$ cat src/rv_pkg.sv
`default_nettype none

package rv_pkg;

	localparam int xlen = 32;
	localparam int queue_depth = 4;
	localparam int mem_words = 256;
	localparam int qptr_w = $clog2(queue_depth);
	localparam int qcnt_w = $clog2(queue_depth + 1);
	localparam int mem_aw = $clog2(mem_words);

	localparam logic [6:0] op_lui = 7'b0110111;
	localparam logic [6:0] op_auipc = 7'b0010111;
	localparam logic [6:0] op_jal = 7'b1101111;
	localparam logic [6:0] op_jalr = 7'b1100111;
	localparam logic [6:0] op_op_imm = 7'b0010011;
	localparam logic [6:0] op_op = 7'b0110011;
	localparam logic [6:0] op_load = 7'b0000011;
	localparam logic [6:0] op_store = 7'b0100011;

	localparam logic [2:0] f3_byte = 3'b000;
	localparam logic [2:0] f3_half = 3'b001;
	localparam logic [2:0] f3_word = 3'b010;
	localparam logic [2:0] f3_add = 3'b000;

	typedef struct packed {
		logic [6:0] funct7;
		logic [4:0] rs2;
		logic [4:0] rs1;
		logic [2:0] funct3;
		logic [4:0] rd;
		logic [6:0] opcode;
	} r_fmt_t;

	typedef struct packed {
		logic [11:0] imm_11_0;
		logic [4:0] rs1;
		logic [2:0] funct3;
		logic [4:0] rd;
		logic [6:0] opcode;
	} i_fmt_t;

	typedef struct packed {
		logic [6:0] imm_11_5;
		logic [4:0] rs2;
		logic [4:0] rs1;
		logic [2:0] funct3;
		logic [4:0] imm_4_0;
		logic [6:0] opcode;
	} s_fmt_t;

	typedef struct packed {
		logic [19:0] imm_31_12;
		logic [4:0] rd;
		logic [6:0] opcode;
	} u_fmt_t;

	typedef struct packed {
		logic imm_20;
		logic [9:0] imm_10_1;
		logic imm_11;
		logic [7:0] imm_19_12;
		logic [4:0] rd;
		logic [6:0] opcode;
	} j_fmt_t;

	typedef union packed {
		r_fmt_t r_fmt;
		i_fmt_t i_fmt;
		s_fmt_t s_fmt;
		u_fmt_t u_fmt;
		j_fmt_t j_fmt;
	} instr_u;

	typedef struct packed {
		logic [xlen-1:0] pc;
		instr_u instr;
	} trace_rec_t;

	typedef enum logic [3:0] {
		cls_lui,
		cls_auipc,
		cls_jal,
		cls_jalr,
		cls_addi,
		cls_add,
		cls_load,
		cls_store,
		cls_none
	} op_class_e;

	typedef struct packed {
		op_class_e cls;
		logic [4:0] rs1;
		logic [4:0] rs2;
		logic [4:0] rd;
		logic [xlen-1:0] imm;
		logic [2:0] funct3;
		logic [xlen-1:0] pc;
	} dec_t;

	typedef struct packed {
		logic [4:0] rd;
		logic wen;
		logic [xlen-1:0] wdata;
		logic [xlen-1:0] next_pc;
	} retire_t;

endpackage

`default_nettype wire

$ cat src/instr_queue.sv
`timescale 1ns/1ps
`default_nettype none

module instr_queue import rv_pkg::*; (
	input logic clk,
	input logic reset,
	input logic in_valid,
	input trace_rec_t in_rec,
	input logic deq,
	output logic head_valid,
	output trace_rec_t head,
	output logic credit_return
);

	trace_rec_t entries [queue_depth];
	logic [qptr_w-1:0] wr_ptr;
	logic [qptr_w-1:0] rd_ptr;
	logic [qcnt_w-1:0] count;
	logic pop;

	assign head_valid = count != '0;
	assign head = entries[rd_ptr];
	assign pop = deq & head_valid; // never pop an empty queue

	always_ff @(posedge clk) begin
		if (reset) begin
			wr_ptr <= '0;
			rd_ptr <= '0;
			count <= '0;
			credit_return <= 1'b0;
		end else begin
			if (in_valid)
				wr_ptr <= (wr_ptr == qptr_w'(queue_depth - 1)) ? '0 : wr_ptr + 1'b1;
			if (pop)
				rd_ptr <= (rd_ptr == qptr_w'(queue_depth - 1)) ? '0 : rd_ptr + 1'b1;
			count <= count + qcnt_w'(in_valid) - qcnt_w'(pop);
			credit_return <= pop; // one credit back per entry served
		end
	end

	always_ff @(posedge clk) begin
		if (in_valid)
			entries[wr_ptr] <= in_rec;
	end

endmodule

`default_nettype wire

$ cat config.mk
export PLATFORM = sky130hd
export DESIGN_NAME = instr_queue
export DESIGN_NICKNAME = d
export VERILOG_FILES = /design/src/rv_pkg.sv /design/src/instr_queue.sv
export SDC_FILE = /design/constraint.sdc
export NUM_CORES = 1
export LEC_CHECK = 0
export ABC_AREA = 1
export BUFFER_PORTS_ARGS = -buffer_cell sky130_fd_sc_hd__buf_2
export CAP_MARGIN = 10
export CORE_UTILIZATION = 40
export DETAILED_ROUTE_END_ITERATION = 10
export PLACE_DENSITY = 0.59
export SLEW_MARGIN = 20
export SYNTH_ARGS = -nofsm -noshare
export SYNTH_HDL_FRONTEND = slang
export SYNTH_SLANG_ARGS = --single-unit
$ cat constraint.sdc
create_clock -name clk -period 3.5 [get_ports clk]
set_clock_uncertainty 0.15 [all_clocks]
set_input_delay 0.35 -clock clk [delete_from_list [all_inputs] [get_ports clk]]
set_output_delay 0.35 -clock clk [all_outputs]
set_load 0.05 [all_outputs]
==> metrics.txt, run 1 <==
H-tree lvl count=1; Clock Latency Late Sink=0.53 ns; Setup Viol. Count Final=0; crit-path cells=inv_4 > buf_4 > nor2_1 > o22ai_1 > buf_2; Post-CTS Setup Bufs=0; Yosys reg bits=266; top post-synthesis cells by area=edfxtp_1 (77%), nor2_1 (5.1%), o22ai_1 (4.0%), o21ai_0 (3.6%), o21ai_1 (2.8%); Core Area=24400 um2; quantity of I/O buffers inserted on ports=133; slew margin rel.=0.561; setup TNS=0 ns; Total GRT Usage=0.167; R2R Setup Slk=1.41 ns; post-detail-place hpwl=11800 um; GP Congestion=0.725; unrepaired setup endpoints after global routing=false; clk root buf=clkbuf_16; reg2reg path depth=11; Cells after Synth=683; Worst path max stage delay=0.45 ns; Synth cell types=21; Crit Path Class=flip-flop to output port; post-synthesis sequential area ratio=0.789; top cell type's share of synthesized area=0.769; post-route cell area=12600 um2; Vias=6145; Hold Path Class=input pin to flip-flop; Synth Cell Area=10000 um2; Setup WS pre-CTS=1.17 ns; critical path peak fanout=52; area delta synth->final=25.6%; DP Area=11000 um2; DRT antenna net count=0; first-pass GRT wire length=33600 um; number of failing hold endpoints at the final stage=0; fin nets=961; crit start category=flip-flop; initial antenna violation count=2; WP data arrival=2.36 ns; Hold Path Cell Cnt=3; Overall Power=10100 uW; Vias/cell=4.99; clock-pin slew on the worst setup and hold paths=0.06 ns; final worst path period share=0.818; Slew @ Worst Pin=0.657 ns; vias in the first global route=6118; Power Dens Cells=806 nW/um2; Filler cells=2101; Hold Path Sink=wr_ptr[1]$_SDFFE_PP0P_; TritonCTS buffer count=28; Slew Viols, Final=0; Syn Nets=759; CP max-delay cell=inv_4; RR Startpoint=count[1]$_SDFF_PP0_; chip width=160 um; GRT overflow=0; max frequency=349 MHz; die area=25600 um2; Core Rows=57; CTS tree=yes; CP Capture Type=output port; RR Endpoint=count[2]$_SDFF_PP0_; Initial Util=0.410; HP Start=in_valid; fraction of layout cells with a size suffix above 1=0.216; final WL=21400 um; Synth area leader=edfxtp_1; Yosys Warn Count=0; Max rail drop VDD=0.000542 V; die height=160 um; CTS max path bufs=3; Critical Path RT=3.00 ns; syn_area_per_cell=14.6 um2; fin worst setup slack=0.638 ns; DR pass1 iterations=5; status=finished, final reports clean; Tmin final=2.86 ns; Sink Count=266; Final Core Density=0.515; leakage=0.00448 uW; pin count of the biggest net entering global routing=129; WL per Instance=17.3 um; number of gates resized after cts=0; drt first-iter violations=454; Max Cap Viol=0; # IOs=134; Residual DRC=0
==> area by class of cell <==
cell class | instances | area [um2] | area share
multi-input cells | 357 | 1750 | 0.140
clock buffers | 36 | 752 | 0.0599
diodes | 2 | 5.00 | 0.000398
flip-flops and latches | 266 | 7890 | 0.628
repair buffers | 214 | 1500 | 0.120
well taps | 324 | 405 | 0.0323
clock inverters | 15 | 179 | 0.0142
inverters | 18 | 71.3 | 0.00568
==> metal layers <==
layer,part of all wire,vias up,GRT usage
li1,-,2958,-
met1,0.45,2978,0.225
met2,0.47,175,0.276
met3,0.060,34,0.0338
met4,0.017,0,0.0390
met5,0,-,0
==> cell usage in the layout (no fill, tap or decap), types with 4 or more instances in the layout <==
master / instances
clkinv_1: 4
o21ai_1: 56
edfxtp_1: 256
clkinv_2: 5
bufinv_16: 4
o22ai_1: 64
inv_2: 4
o21ai_0: 72
inv_1: 12
nand2_1: 11
clkbuf_1: 7
nor2_1: 137
ha_1: 7
dlygate4sd3_1: 66
clkbuf_16: 29
buf_12: 5
buf_4: 10
buf_2: 133
dfxtp_1: 8
a21oi_1: 4
==> sequential cells by signal, summed over array words and instances (netlist names), named ones only <==
name,count
count,3
entries,256
credit_return,1
rd_ptr,2
wr_ptr,2
==> logic make-up (layout without fill, tap and decap cells) <==
group	Yosys count	after routing	share of synthesized area
AO/OA/AOI/OAI	196	196	0.106
other	0	2	0
buffers and inverters	60	283	0.0358
adder cells (fa/ha/maj)	8	8	0.0108
flip-flops	266	266	0.789
XOR/XNOR	1	1	0.000876
AND/OR/NAND/NOR	152	152	0.0576
==> how the worst max path moves through the flow <==
| stage | start | endpoint | slack [ns] | depth (start not counted) |
|---|---|---|---|---|
| final | flip-flop | head[17] | 0.64 | 5 |
| after CTS | flip-flop | head[14] | 0.59 | 5 |
| after global routing | flip-flop | head[14] | 0.50 | 5 |
| after floorplan | wr_ptr[0]$_SDFFE_PP0P_ | entries[2][0]$_DFFE_PP_ | 1.10 | 4 |
| after detailed placement | flip-flop | head[14] | 1.17 | 5 |
| after global placement | flip-flop | head[12] | 1.20 | 5 |
==> stage by stage <==
step                cells  hold slack, ns
floorplan             683           0.267
global route         1232          0.0834
global placement     1113           0.368
CTS                  1230          0.0206
finish               1232          0.0418
detailed placement   1113           0.388
==> report_power, final <==
group          switching, uW  internal [uW]
Sequential              81.3           3680
Clock                   1150           1810
Combinational           2610            793
==> critical path: cells and delay by family, from the launching register on <==
kind	cells	cell delay, ns
buffers and inverters	3	1.13
AND/OR/NAND/NOR	1	0.06
AO/OA/AOI/OAI	1	0.27
flip-flops	1	0.36
==> what timing repair did <==
| item | CTS | global route |
|---|---|---|
| endpoints found under the setup margin | 0 | 0 |
| endpoints found under the hold margin | 261 | 0 |
| hold buffers | 66 | 0 |
==> synthesized netlist by cell type <==
| cell type | instances |
|---|---|
| nor2_1 | 137 |
| xnor2_1 | 1 |
| buf_2 | 8 |
| inv_1 | 16 |
| ha_1 | 7 |
| o21ai_0 | 72 |
| clkbuf_2 | 3 |
| clkinv_1 | 1 |
| a21oi_1 | 4 |
| buf_4 | 3 |
| dfxtp_1 | 10 |
| o21ai_1 | 56 |
| buf_6 | 14 |
| edfxtp_1 | 256 |
| o22ai_1 | 64 |
| nand2_1 | 11 |
| clkbuf_1 | 14 |
| nor3_1 | 1 |
| inv_4 | 1 |
| fa_1 | 1 |
| nand3_1 | 3 |
(Power assumes the default switching activity.)
==> run 2: changes to the inputs <==
==> constraint.sdc (replaced) <==
create_clock -name clk -period 2.72 [get_ports clk]
set_clock_uncertainty 0.15 [all_clocks]
set_input_delay 0.272 -clock clk [delete_from_list [all_inputs] [get_ports clk]]
set_output_delay 0.272 -clock clk [all_outputs]
set_load 0.05 [all_outputs]
==> metrics.txt, run 2 (synthesized netlist as in run 1, its figures left out) <==
vias in the first global route=6010 (-1.8%); post-route cell area=12700 um2 (+1.0%); DR pass1 iterations=6 (+1); Filler cells=2060 (-2.0%); number of flip-flops in the largest register=256 (unchanged); Residual DRC=0 (unchanged); biggest regs=entries x256, count x3; reg2reg path depth=11 (unchanged); Tmin final=2.56 ns; drt first-iter violations=397 (-13%); Hold Path Cell Cnt=2 (-1); CP Capture Type=output port; Critical Path RT=2.30 ns (-0.70 ns); GRT overflow=0 (unchanged); critical path peak fanout=74 (+42%); Hold Path Sink=entries[2][5]$_DFFE_PP_; Max rail drop VDD=0.000498 V (-8.2%); Comb pwr share=0.331 (-0.005); DRT antenna net count=0 (unchanged); RR Startpoint=count[1]$_SDFF_PP0_; chip width=160 um (unchanged); setup TNS=0 ns (unchanged); final worst path period share=0.941; Max Cap Viol=0 (unchanged); DP Area=11000 um2 (+0.71%); number of failing hold endpoints at the final stage=0 (unchanged); area taken by multi-input logic gates=1750 um2 (unchanged); clock-pin slew on the worst setup and hold paths=0.06 ns (about the same); clk root buf=clkbuf_16; Clock Latency Late Sink=0.53 ns (about the same); quantity of I/O buffers inserted on ports=133 (unchanged); Vias/cell=4.90 (-1.9%); CP max-delay cell=dfxtp_4; Seq pwr share=0.371 (about the same); slew margin rel.=0.620 (+0.0588); final WL=20700 um (-3.3%); Clk pwr share=0.298 (+0.006); HP Start=in_rec[5]; first-pass GRT wire length=32100 um (-4.3%); Initial Util=0.410 (unchanged); fraction of layout cells with a size suffix above 1=0.220 (+0.00369); Hold Path Class=input pin to flip-flop; Slew Viols, Final=0 (unchanged); Total GRT Usage=0.159 (-0.00713); Reg area=7900 um2 (about the same); max frequency=391 MHz; Pint=8210 uW (+31%); CTS max path bufs=3 (unchanged); Post-CTS Setup Bufs=0 (unchanged); leakage=0.00454 uW (+1.3%); most frequent cells in the layout=edfxtp_1 (256), nor2_1 (137), buf_2 (133); GP Congestion=0.711 (-2.0%); pin count of the biggest net entering global routing=75 (-42%); unrepaired setup endpoints after global routing=false; Core Area=24400 um2 (unchanged); crit-path leading delay family=buffers and inverters; CP bufs+invs=2 (-1); R2R Setup Slk=0.61 ns (-0.80 ns); die height=160 um (unchanged); Sink Count=266 (unchanged); WL per Instance=16.7 um (-3.4%); Vias=6041 (-1.7%); RR Endpoint=count[2]$_SDFF_PP0_; Worst path max stage delay=0.55 ns (+0.10 ns); commonest non-fill, non-tap cell in the layout=edfxtp_1; largest reg by FF count=entries; Core Rows=57 (unchanged); Setup WS pre-CTS=0.552 ns (-0.613 ns); H-tree lvl count=1 (unchanged); TritonCTS buffer count=28 (unchanged); initial antenna violation count=1 (-1); crit start category=flip-flop; WP data arrival=2.14 ns (-0.22 ns); status=finished, final reports clean; # IOs=134 (unchanged); post-detail-place hpwl=11300 um (-4.6%); Slew @ Worst Pin=0.570 ns (-0.0872 ns); die area=25600 um2 (unchanged); Final Core Density=0.520 (+0.00533); Power Dens Cells=1040 nW/um2 (+29%); Setup Viol. Count Final=0 (unchanged); switching share of power=0.376 (-0.00380); Crit Path Class=flip-flop to output port; crit-path cells=buf_12 > o21ai_0 > o22ai_1 > buf_2; CTS tree=yes; area delta synth->final=26.9%; fin worst setup slack=0.159 ns (-0.479 ns); fin nets=964 (+0.31%); NetSw=4940 uW (+29%)
-- run 2: what timing repair did --
item / CTS / global route
resized for setup: 1 / 2
setup endpoints to repair: 9 / 4
hold buffers: 67 / 0
hold endpoints to repair: 266 / 0
-- run 2: worst max path at each step --
stage                              end  cells after the start                    from
2_1_floorplan  entries[2][0]$_DFFE_PP_                      4  wr_ptr[0]$_SDFFE_PP0P_
3_3_place_gp                  head[55]                      4               flip-flop
3_5_place_dp                  head[45]                      4               flip-flop
4_1_cts                       head[62]                      5               flip-flop
5_1_grt                        head[3]                      4               flip-flop
6_report                       head[3]                      4               flip-flop
-- run 2: metal layers --
| metal | vias to the layer above | global-route usage | wire (um) | part of all wire |
|---|---|---|---|---|
| met4 | 0 | 0.0394 | 421 | 0.020 |
| met1 | 2894 | 0.218 | 9620 | 0.47 |
| met5 | - | 0 | 0 | 0 |
| met2 | 140 | 0.262 | 9580 | 0.46 |
| met3 | 39 | 0.0301 | 1030 | 0.050 |
| li1 | 2968 | - | - | - |
-- run 2: area by class of cell --
type	instances	area share
Inverter	18	0.00582
Multi-Input combinational cell	357	0.138
Antenna cell	1	0.000197
Clock inverter	16	0.0173
Sequential cell	266	0.622
Clock buffer	35	0.0590
Timing Repair Buffer	217	0.126
Tap cell	324	0.0319
-- run 2: power by group through the flow --
stage / clock network (uW) / logic, uW / registers, uW
after floorplan: 0 / 3360 / 4890
after global placement: 0 / 4270 / 4960
after detailed placement: 0 / 4300 / 4970
after CTS: 4010 / 4380 / 4880
after global routing: 4160 / 4640 / 4910
final: 3920 / 4350 / 4880
-- run 2: stage by stage --
step | std cells | power, uW | hold WS [ns]
detailed placement | 1115 | 9260 | 0.338
floorplan | 683 | 8240 | 0.189
global route | 1234 | 13700 | 0.332
global placement | 1115 | 9230 | 0.334
CTS | 1233 | 13300 | 0.318
finish | 1234 | 13200 | 0.340
