--- config.mk ---
export PLATFORM = sky130hd
export DESIGN_NAME = instr_decoder
export DESIGN_NICKNAME = d
export VERILOG_FILES = /design/src/rv_pkg.sv /design/src/instr_decoder.sv
export SDC_FILE = /design/constraint.sdc
export NUM_CORES = 1
export LEC_CHECK = 0
export ABC_AREA = 0
export BUFFER_PORTS_ARGS = -buffer_cell sky130_fd_sc_hd__buf_2
export CAP_MARGIN = 20
export CORE_AREA = 2 2 57 59
export DETAILED_ROUTE_END_ITERATION = 10
export DIE_AREA = 0 0 59 61
export GPL_ROUTABILITY_DRIVEN = 0
export GPL_TIMING_DRIVEN = 1
export PLACE_DENSITY_LB_ADDON = 0.08
export SYNTH_ARGS = -nofsm -noshare
export SYNTH_HDL_FRONTEND = slang
export SYNTH_SLANG_ARGS = --single-unit
export TNS_END_PERCENT = 20
--- constraint.sdc ---
create_clock -name vclk -period 3.5
set_clock_uncertainty 0.1 [all_clocks]
set_input_delay 0.525 -clock vclk [all_inputs]
set_output_delay 0.525 -clock vclk [all_outputs]
set_load 0.02 [all_outputs]
--- src/rv_pkg.sv ---
`default_nettype none

package rv_pkg;

	localparam int xlen = 32;
	localparam int queue_depth = 4;
	localparam int mem_words = 256;
	localparam int qptr_w = $clog2(queue_depth);
	localparam int qcnt_w = $clog2(queue_depth + 1);
	localparam int mem_aw = $clog2(mem_words);

	localparam logic [6:0] op_lui = 7'b0110111;
	localparam logic [6:0] op_auipc = 7'b0010111;
	localparam logic [6:0] op_jal = 7'b1101111;
	localparam logic [6:0] op_jalr = 7'b1100111;
	localparam logic [6:0] op_op_imm = 7'b0010011;
	localparam logic [6:0] op_op = 7'b0110011;
	localparam logic [6:0] op_load = 7'b0000011;
	localparam logic [6:0] op_store = 7'b0100011;

	localparam logic [2:0] f3_byte = 3'b000;
	localparam logic [2:0] f3_half = 3'b001;
	localparam logic [2:0] f3_word = 3'b010;
	localparam logic [2:0] f3_add = 3'b000;

	typedef struct packed {
		logic [6:0] funct7;
		logic [4:0] rs2;
		logic [4:0] rs1;
		logic [2:0] funct3;
		logic [4:0] rd;
		logic [6:0] opcode;
	} r_fmt_t;

	typedef struct packed {
		logic [11:0] imm_11_0;
		logic [4:0] rs1;
		logic [2:0] funct3;
		logic [4:0] rd;
		logic [6:0] opcode;
	} i_fmt_t;

	typedef struct packed {
		logic [6:0] imm_11_5;
		logic [4:0] rs2;
		logic [4:0] rs1;
		logic [2:0] funct3;
		logic [4:0] imm_4_0;
		logic [6:0] opcode;
	} s_fmt_t;

	typedef struct packed {
		logic [19:0] imm_31_12;
		logic [4:0] rd;
		logic [6:0] opcode;
	} u_fmt_t;

	typedef struct packed {
		logic imm_20;
		logic [9:0] imm_10_1;
		logic imm_11;
		logic [7:0] imm_19_12;
		logic [4:0] rd;
		logic [6:0] opcode;
	} j_fmt_t;

	typedef union packed {
		r_fmt_t r_fmt;
		i_fmt_t i_fmt;
		s_fmt_t s_fmt;
		u_fmt_t u_fmt;
		j_fmt_t j_fmt;
	} instr_u;

	typedef struct packed {
		logic [xlen-1:0] pc;
		instr_u instr;
	} trace_rec_t;

	typedef enum logic [3:0] {
		cls_lui,
		cls_auipc,
		cls_jal,
		cls_jalr,
		cls_addi,
		cls_add,
		cls_load,
		cls_store,
		cls_none
	} op_class_e;

	typedef struct packed {
		op_class_e cls;
		logic [4:0] rs1;
		logic [4:0] rs2;
		logic [4:0] rd;
		logic [xlen-1:0] imm;
		logic [2:0] funct3;
		logic [xlen-1:0] pc;
	} dec_t;

	typedef struct packed {
		logic [4:0] rd;
		logic wen;
		logic [xlen-1:0] wdata;
		logic [xlen-1:0] next_pc;
	} retire_t;

endpackage

`default_nettype wire

--- src/instr_decoder.sv ---
`timescale 1ns/1ps
`default_nettype none

module instr_decoder import rv_pkg::*; (
	input trace_rec_t rec,
	output dec_t dec
);

	instr_u ins;
	logic [6:0] opcode;
	logic [2:0] funct3;
	logic [6:0] funct7;
	op_class_e cls;

	assign ins = rec.instr;
	assign opcode = ins.r_fmt.opcode;
	assign funct3 = ins.r_fmt.funct3;
	assign funct7 = ins.r_fmt.funct7;

	// opcode first, then funct3, then funct7
	always_comb begin
		cls = cls_none;
		case (opcode)
			op_lui: cls = cls_lui;
			op_auipc: cls = cls_auipc;
			op_jal: cls = cls_jal;
			op_jalr: if (funct3 == 3'b000) cls = cls_jalr;
			op_op_imm: if (funct3 == f3_add) cls = cls_addi;
			op_load: if (funct3 == f3_word) cls = cls_load;
			op_store: begin
				if (funct3 == f3_byte || funct3 == f3_half || funct3 == f3_word)
					cls = cls_store;
			end
			op_op: if (funct3 == f3_add && funct7 == 7'b0000000) cls = cls_add;
			default: cls = cls_none;
		endcase
	end

	always_comb begin
		dec.cls = cls;
		dec.rs1 = ins.r_fmt.rs1;
		dec.rs2 = ins.r_fmt.rs2;
		dec.funct3 = funct3;
		dec.pc = rec.pc;
		dec.rd = (cls == cls_store || cls == cls_none) ? 5'd0 : ins.r_fmt.rd;
		case (opcode)
			op_lui, op_auipc: dec.imm = {ins.u_fmt.imm_31_12, 12'b0};
			op_jal: dec.imm = {{12{ins.j_fmt.imm_20}}, ins.j_fmt.imm_19_12,
				ins.j_fmt.imm_11, ins.j_fmt.imm_10_1, 1'b0};
			op_store: dec.imm = {{20{ins.s_fmt.imm_11_5[6]}}, ins.s_fmt.imm_11_5,
				ins.s_fmt.imm_4_0};
			default: dec.imm = {{20{ins.i_fmt.imm_11_0[11]}}, ins.i_fmt.imm_11_0};
		endcase
	end

endmodule

`default_nettype wire

==> impl_metrics.py, run 1 <==
metrics = {
    "finish": {
        "fillers": 332,
        "nets": 238,
        "post-route-util_pct": 35.5,
        "antenna_cells": 0,
        "regArea_sq_um": 0,
        "design.seq.count": 0,
        "clkbuf_count": 0,
        "layout_commonest_cell": "buf_2",
        "final_layout_size_suffix_gt1_share_pct": 53.5,
        "fin_area_sq_um": 1050,
        "final_cells": 205,
        "mostFrequentLayoutCells": "buf_2, a21o_1, nor2b_1, nand2_1, nor3_1",
        "area_growth_pct": 9.27,
    },
    "sta": {
        "fin_crit_sh_pct": 75.9,
        "timing.fmax_mhz": 376,
        "drv_slew": 0,
        "tns_ns": 0,
        "hold_viol": 0,
        "setup_slack_ns": 0.843,
        "maxSlewHeadroom_pct": 52.3,
        "setup_viol": 0,
        "rsz0062_at_grt": "false",
        "worst_slew_pin_slew_ns": 0.714,
        "timing.hold.ws_ns": 0.950,
        "fin_crit_ns": 2.66,
    },
    "global_routing": {
        "grt_util_all_layers_pct": 12.3,
        "antenna_found_initial": 0,
        "grt.overflow.total": 0,
        "gr-usage-met2_pct": 24.4,
        "grt_pass1_vias": 802,
        "grt_use_met1_pct": 14.3,
        "use_met3_pct": 2.35,
        "grt_max_degree": 19,
        "grt_first_pass_wirelength_mm": 3.59,
        "grt_busiest_layer": "met2",
    },
    "synth": {
        "synth.net_count": 203,
        "syn_area_per_cell_sq_um": 6.90,
        "synth.area.top_cells": "buf_4, a21o_1, nor2b_1",
        "synth_area_sq_um": 958,
        "synthDistinctLibCells": 37,
        "synth_cells": 139,
        "synth_warnings": 0,
        "synth.top_cell.area_share_pct": 36.0,
        "yosysSeqAreaShare_pct": 0,
        "yosys.area.top_type": "buf_4",
    },
    "routing": {
        "wl_per_cell_um": 13.2,
        "firstDrtPassIters": 4,
        "routed_wirelength_mm": 2.71,
        "dr.first_iter.drc_count": 46,
        "ant_nets": 0,
        "drc": 0,
        "via_count": 1062,
        "vias_per_cell": 5.18,
    },
    "placement": {
        "port_buffers": 86,
        "placed_area_sq_um": 1050,
        "place_ws_ns": 0.823,
        "dpl.hpwl_mm": 2.31,
        "dp_cells": 205,
    },
    "critical_path": {
        "crit_fanout": 10,
        "critPathArrivalTime_ns": 2.03,
        "worst_setup_path_end_kind": "primary output",
        "cp-start-kind": "input pin",
        "required_ns": 2.87,
        "crit_type": "in2out",
    },
    "clock_network": {
        "ctsHoldBuffers": 0,
        "cts_resized": 0,
        "post_cts_buffers": 0,
    },
    "power_and_ir_drop": {
        "power_density_nw_per_um2": 134,
        "p_leak_nw": 0.656,
        "finalPower_mw": 0.140,
        "ir_worst_vdd_uv": 42.2,
    },
    "min_path": {
        "worst_hold_path_type": "in2out",
    },
    "floorplanning": {
        "core_sq_um": 2950,
        "die_w_um": 59,
        "row_count": 20,
        "start_util_pct": 32.5,
        "dieArea_sq_um": 3600,
        "fp.dieH_um": 61,
        "ios": 150,
    },
    "run": {
        "drv_cap": 0,
    },
    "outcome": {
        "outcome": "finished, final reports clean",
    },
}
-- where the power goes --
| group | switching [mW] | internal, mW |
|---|---|---|
| Combinational | 0.0863 | 0.0539 |
| Clock | 0 | 0 |
| Sequential | 0 | 0 |
-- layer usage --
layer,routed length [um],share of wire [%]
met3,377,14
met5,0,0
met2,1290,47
met1,1040,39
met4,0,0
-- layout make-up --
| cell class | count | area, sq um | area share, % |
|---|---|---|---|
| Multi-Input combinational cell | 85 | 568 | 54.2 |
| Timing Repair Buffer | 87 | 438 | 41.8 |
| Tap cell | 33 | 41.3 | 3.94 |
-- Yosys cell counts --
master	count
nor2_1	4
nor2b_1	8
buf_4	46
and2_1	1
nor4_1	2
and3b_1	2
nand2_1	8
o21a_1	1
nor3_2	1
or3_1	1
and3_1	2
a22o_1	4
and4b_1	1
nand2b_1	1
buf_6	1
o2bb2ai_1	1
nor3_1	6
nor3b_1	1
o311ai_1	1
a32o_1	1
buf_2	6
o21ai_0	3
o21bai_1	1
a41o_1	1
clkbuf_1	1
or2_2	2
a21oi_1	1
o32ai_1	1
nand3_1	2
nor2_2	1
or4b_4	1
o211ai_1	2
nand4_1	1
xnor2_1	1
nand3b_1	1
or4_1	1
a21o_1	20
-- final timing paths --
path                     from  endpoint  slack [ns]  cells after the start
worst max-delay path   rec[4]   dec[46]        0.84                      6
worst min-delay path  rec[42]   dec[10]        0.95                      0
-- critical path: stages --
cell and delay, ns:
buf_2 0.17, and4b_1 0.21, o21a_1 0.29, nor2b_1 0.51, a41o_1 0.15, buf_2 0.17
-- logic make-up (layout without fill, tap and decap cells) --
logic type / count (synthesis) / after routing / synth area share, %
xor+xnor: 1 / 1 / 0.914
simple gates: 47 / 47 / 29.0
compound gates: 37 / 37 / 29.4
buf+inv: 54 / 87 / 40.7
Power figures use the tool's default switching activity.
==> run 2, diff against run 1 <==
--- a/config.mk
+++ b/config.mk
@@ -5,12 +5,12 @@
 export SDC_FILE = /design/constraint.sdc
 export NUM_CORES = 1
 export LEC_CHECK = 0
-export ABC_AREA = 0
+export ABC_AREA = 1
 export BUFFER_PORTS_ARGS = -buffer_cell sky130_fd_sc_hd__buf_2
 export CAP_MARGIN = 20
-export CORE_AREA = 2 2 57 59
+export CORE_AREA = 2 2 59 61
 export DETAILED_ROUTE_END_ITERATION = 10
-export DIE_AREA = 0 0 59 61
+export DIE_AREA = 0 0 61 63
 export GPL_ROUTABILITY_DRIVEN = 0
 export GPL_TIMING_DRIVEN = 1
 export PLACE_DENSITY_LB_ADDON = 0.08
==> constraint.sdc (replaced) <==
create_clock -name vclk -period 2.5
set_clock_uncertainty 0.1 [all_clocks]
set_input_delay 0.375 -clock vclk [all_inputs]
set_output_delay 0.375 -clock vclk [all_outputs]
set_load 0.02 [all_outputs]
==> run 2 against run 1 <==
Non-clock buffer count shrank 1. Worst hold slack lost 0.30 ns. Worst setup slack lost 0.38 ns. Critical path depth grew 5. Clock-buffer cell count is the same. First-iteration DRC count shrank 37%. Synthesized cell count grew 28%. Die area grew 6.8%. Combinational power grew 35%. Critical endpoint is now dec[67].
==> impl_metrics.py, run 2 <==
metrics = {
    "outcome": {
        "outcome": "finished, final reports clean",
    },
    "min_path": {
        "hold_end": "dec[10]",
        "hp-start": "rec[42]",
        "worst_hold_path_type": "in2out",
        "whs_path_depth": 0,
    },
    "floorplanning": {
        "start_util_pct": 30.0,
        "dieArea_sq_um": 3840,
        "fp.dieH_um": 63,
        "ios": 150,
        "core_sq_um": 3230,
        "die_w_um": 61,
        "row_count": 21,
    },
    "finish": {
        "multi_input_area_sq_um": 526,
        "layout_commonest_cell": "buf_2",
        "nets": 283,
        "design.seq.count": 0,
        "area_growth_pct": 14.2,
        "post-route-util_pct": 34.3,
        "fillers": 403,
        "antenna_cells": 0,
        "final_layout_size_suffix_gt1_share_pct": 47.0,
        "clkbuf_count": 0,
        "regArea_sq_um": 0,
        "mostFrequentLayoutCells": "buf_2, nand2_1, inv_1",
    },
    "synth": {
        "synth_cells": 178,
        "yosys.area.top_type": "buf_4",
        "synth_warnings": 0,
        "synth.top_cell.area_share_pct": 35.6,
        "yosysSeqAreaShare_pct": 0,
        "synth_most_common_cell": "buf_4",
        "synthDistinctLibCells": 19,
        "syn_area_per_cell_sq_um": 5.45,
        "synth.area.top_cells": "buf_4, nand2_1, inv_1",
        "synth_area_sq_um": 970,
        "synth_commonest_cells": "buf_4, nand2_1, inv_1",
        "synth.net_count": 242,
    },
    "global_routing": {
        "grt.overflow.total": 0,
        "grt_pass1_vias": 903,
        "antenna_found_initial": 0,
        "grt_max_degree": 12,
        "grt_first_pass_wirelength_mm": 3.75,
        "grt_util_all_layers_pct": 11.6,
    },
    "power_and_ir_drop": {
        "ir_worst_vdd_uv": 33.0,
        "power_density_nw_per_um2": 171,
        "p_leak_nw": 0.709,
    },
    "sta": {
        "fin_crit_sh_pct": 81.3,
        "tns_ns": 0,
        "maxSlewHeadroom_pct": 78.5,
        "fin_crit_ns": 2.03,
        "drv_slew": 0,
        "rsz0062_at_grt": "false",
        "setup_viol": 0,
        "hold_viol": 0,
        "timing.fmax_mhz": 492,
        "worst_slew_pin_slew_ns": 0.318,
    },
    "clock_network": {
        "cts_resized": 0,
        "post_cts_buffers": 0,
        "ctsHoldBuffers": 0,
    },
    "routing": {
        "met1_length_mm": 1.08,
        "dr_wl_met2_mm": 1.22,
        "dr.first_iter.drc_count": 29,
        "wl_met3_um": 359,
        "routed.top_layer": "met4",
        "ant_nets": 0,
        "routed_wirelength_mm": 2.69,
        "vias_per_cell": 4.19,
        "via_count": 1101,
        "wl_per_cell_um": 10.2,
        "firstDrtPassIters": 4,
        "drc": 0,
    },
    "placement": {
        "port_buffers": 86,
        "dpl.hpwl_mm": 2.48,
    },
    "critical_path": {
        "cp-start-kind": "input pin",
        "required_ns": 2.03,
        "crit_type": "in2out",
        "worst_setup_path_end_kind": "primary output",
        "crit_fanout": 10,
        "critPathArrivalTime_ns": 1.56,
    },
    "run": {
        "drv_cap": 0,
    },
}
==> run 2: logic make-up (layout without fill, tap and decap cells) <==
kind of cell | Yosys count | after routing | share of synthesized area [%]
buffers and inverters | 72 | 111 | 45.8
AOI/OAI and AO/OA | 18 | 18 | 9.81
and+or+nand+nor | 88 | 88 | 44.4
==> run 2: worst max path at each step <==
stage	start	end	slack (ns)	depth (start not counted)
finish	rec[3]	dec[67]	0.47	11
global route	rec[3]	dec[37]	0.32	12
CTS	rec[3]	dec[67]	0.44	11
detailed placement	rec[3]	dec[67]	0.44	11
global placement	rec[6]	dec[67]	0.44	11
floorplan	rec[3]	dec[67]	0.64	9
==> run 2: layout make-up <==
class | instances | area share, %
multi-input combinational | 106 | 47.5
timing repair buffer | 86 | 38.9
inverter | 25 | 8.47
tap | 46 | 5.20
==> run 2: metrics by stage <==
stage / std cells / setup slack [ns] / hold WS [ns] / cell area [sq um] / power (mW)
after floorplan: 178 / 0.639 / 0.763 / 970 / 0.201
after global placement: 263 / 0.435 / 0.650 / 1110 / 0.194
after detailed placement: 263 / 0.438 / 0.650 / 1110 / 0.191
after CTS: 263 / 0.437 / 0.650 / 1110 / 0.192
after global routing: 263 / 0.320 / 0.650 / 1110 / 0.208
final: 263 / 0.467 / 0.650 / 1110 / 0.189
==> run 2: metal layers <==
metal,global-route usage (%),up-vias
met5,0,-
met4,1.63,0
met3,2.28,8
met2,22.2,69
met1,12.8,443
li1,-,581
==> run 2: worst max-delay path, stage by stage <==
cell,delay (ns)
buf_2,0.10
inv_1,0.07
nand2_1,0.09
nor2_4,0.15
nand2_4,0.11
nand2_4,0.11
nor2_2,0.06
nor2_4,0.13
nand3_4,0.09
nor2_1,0.10
buf_2,0.17
==> run 2: where the power goes <==
| group | internal [mW] | leakage [nW] | total, mW | switching (mW) |
|---|---|---|---|---|
| sequential | 0 | 0 | 0 | 0 |
| clock | 0 | 0 | 0 | 0 |
| combinational | 0.0648 | 0.709 | 0.189 | 0.125 |
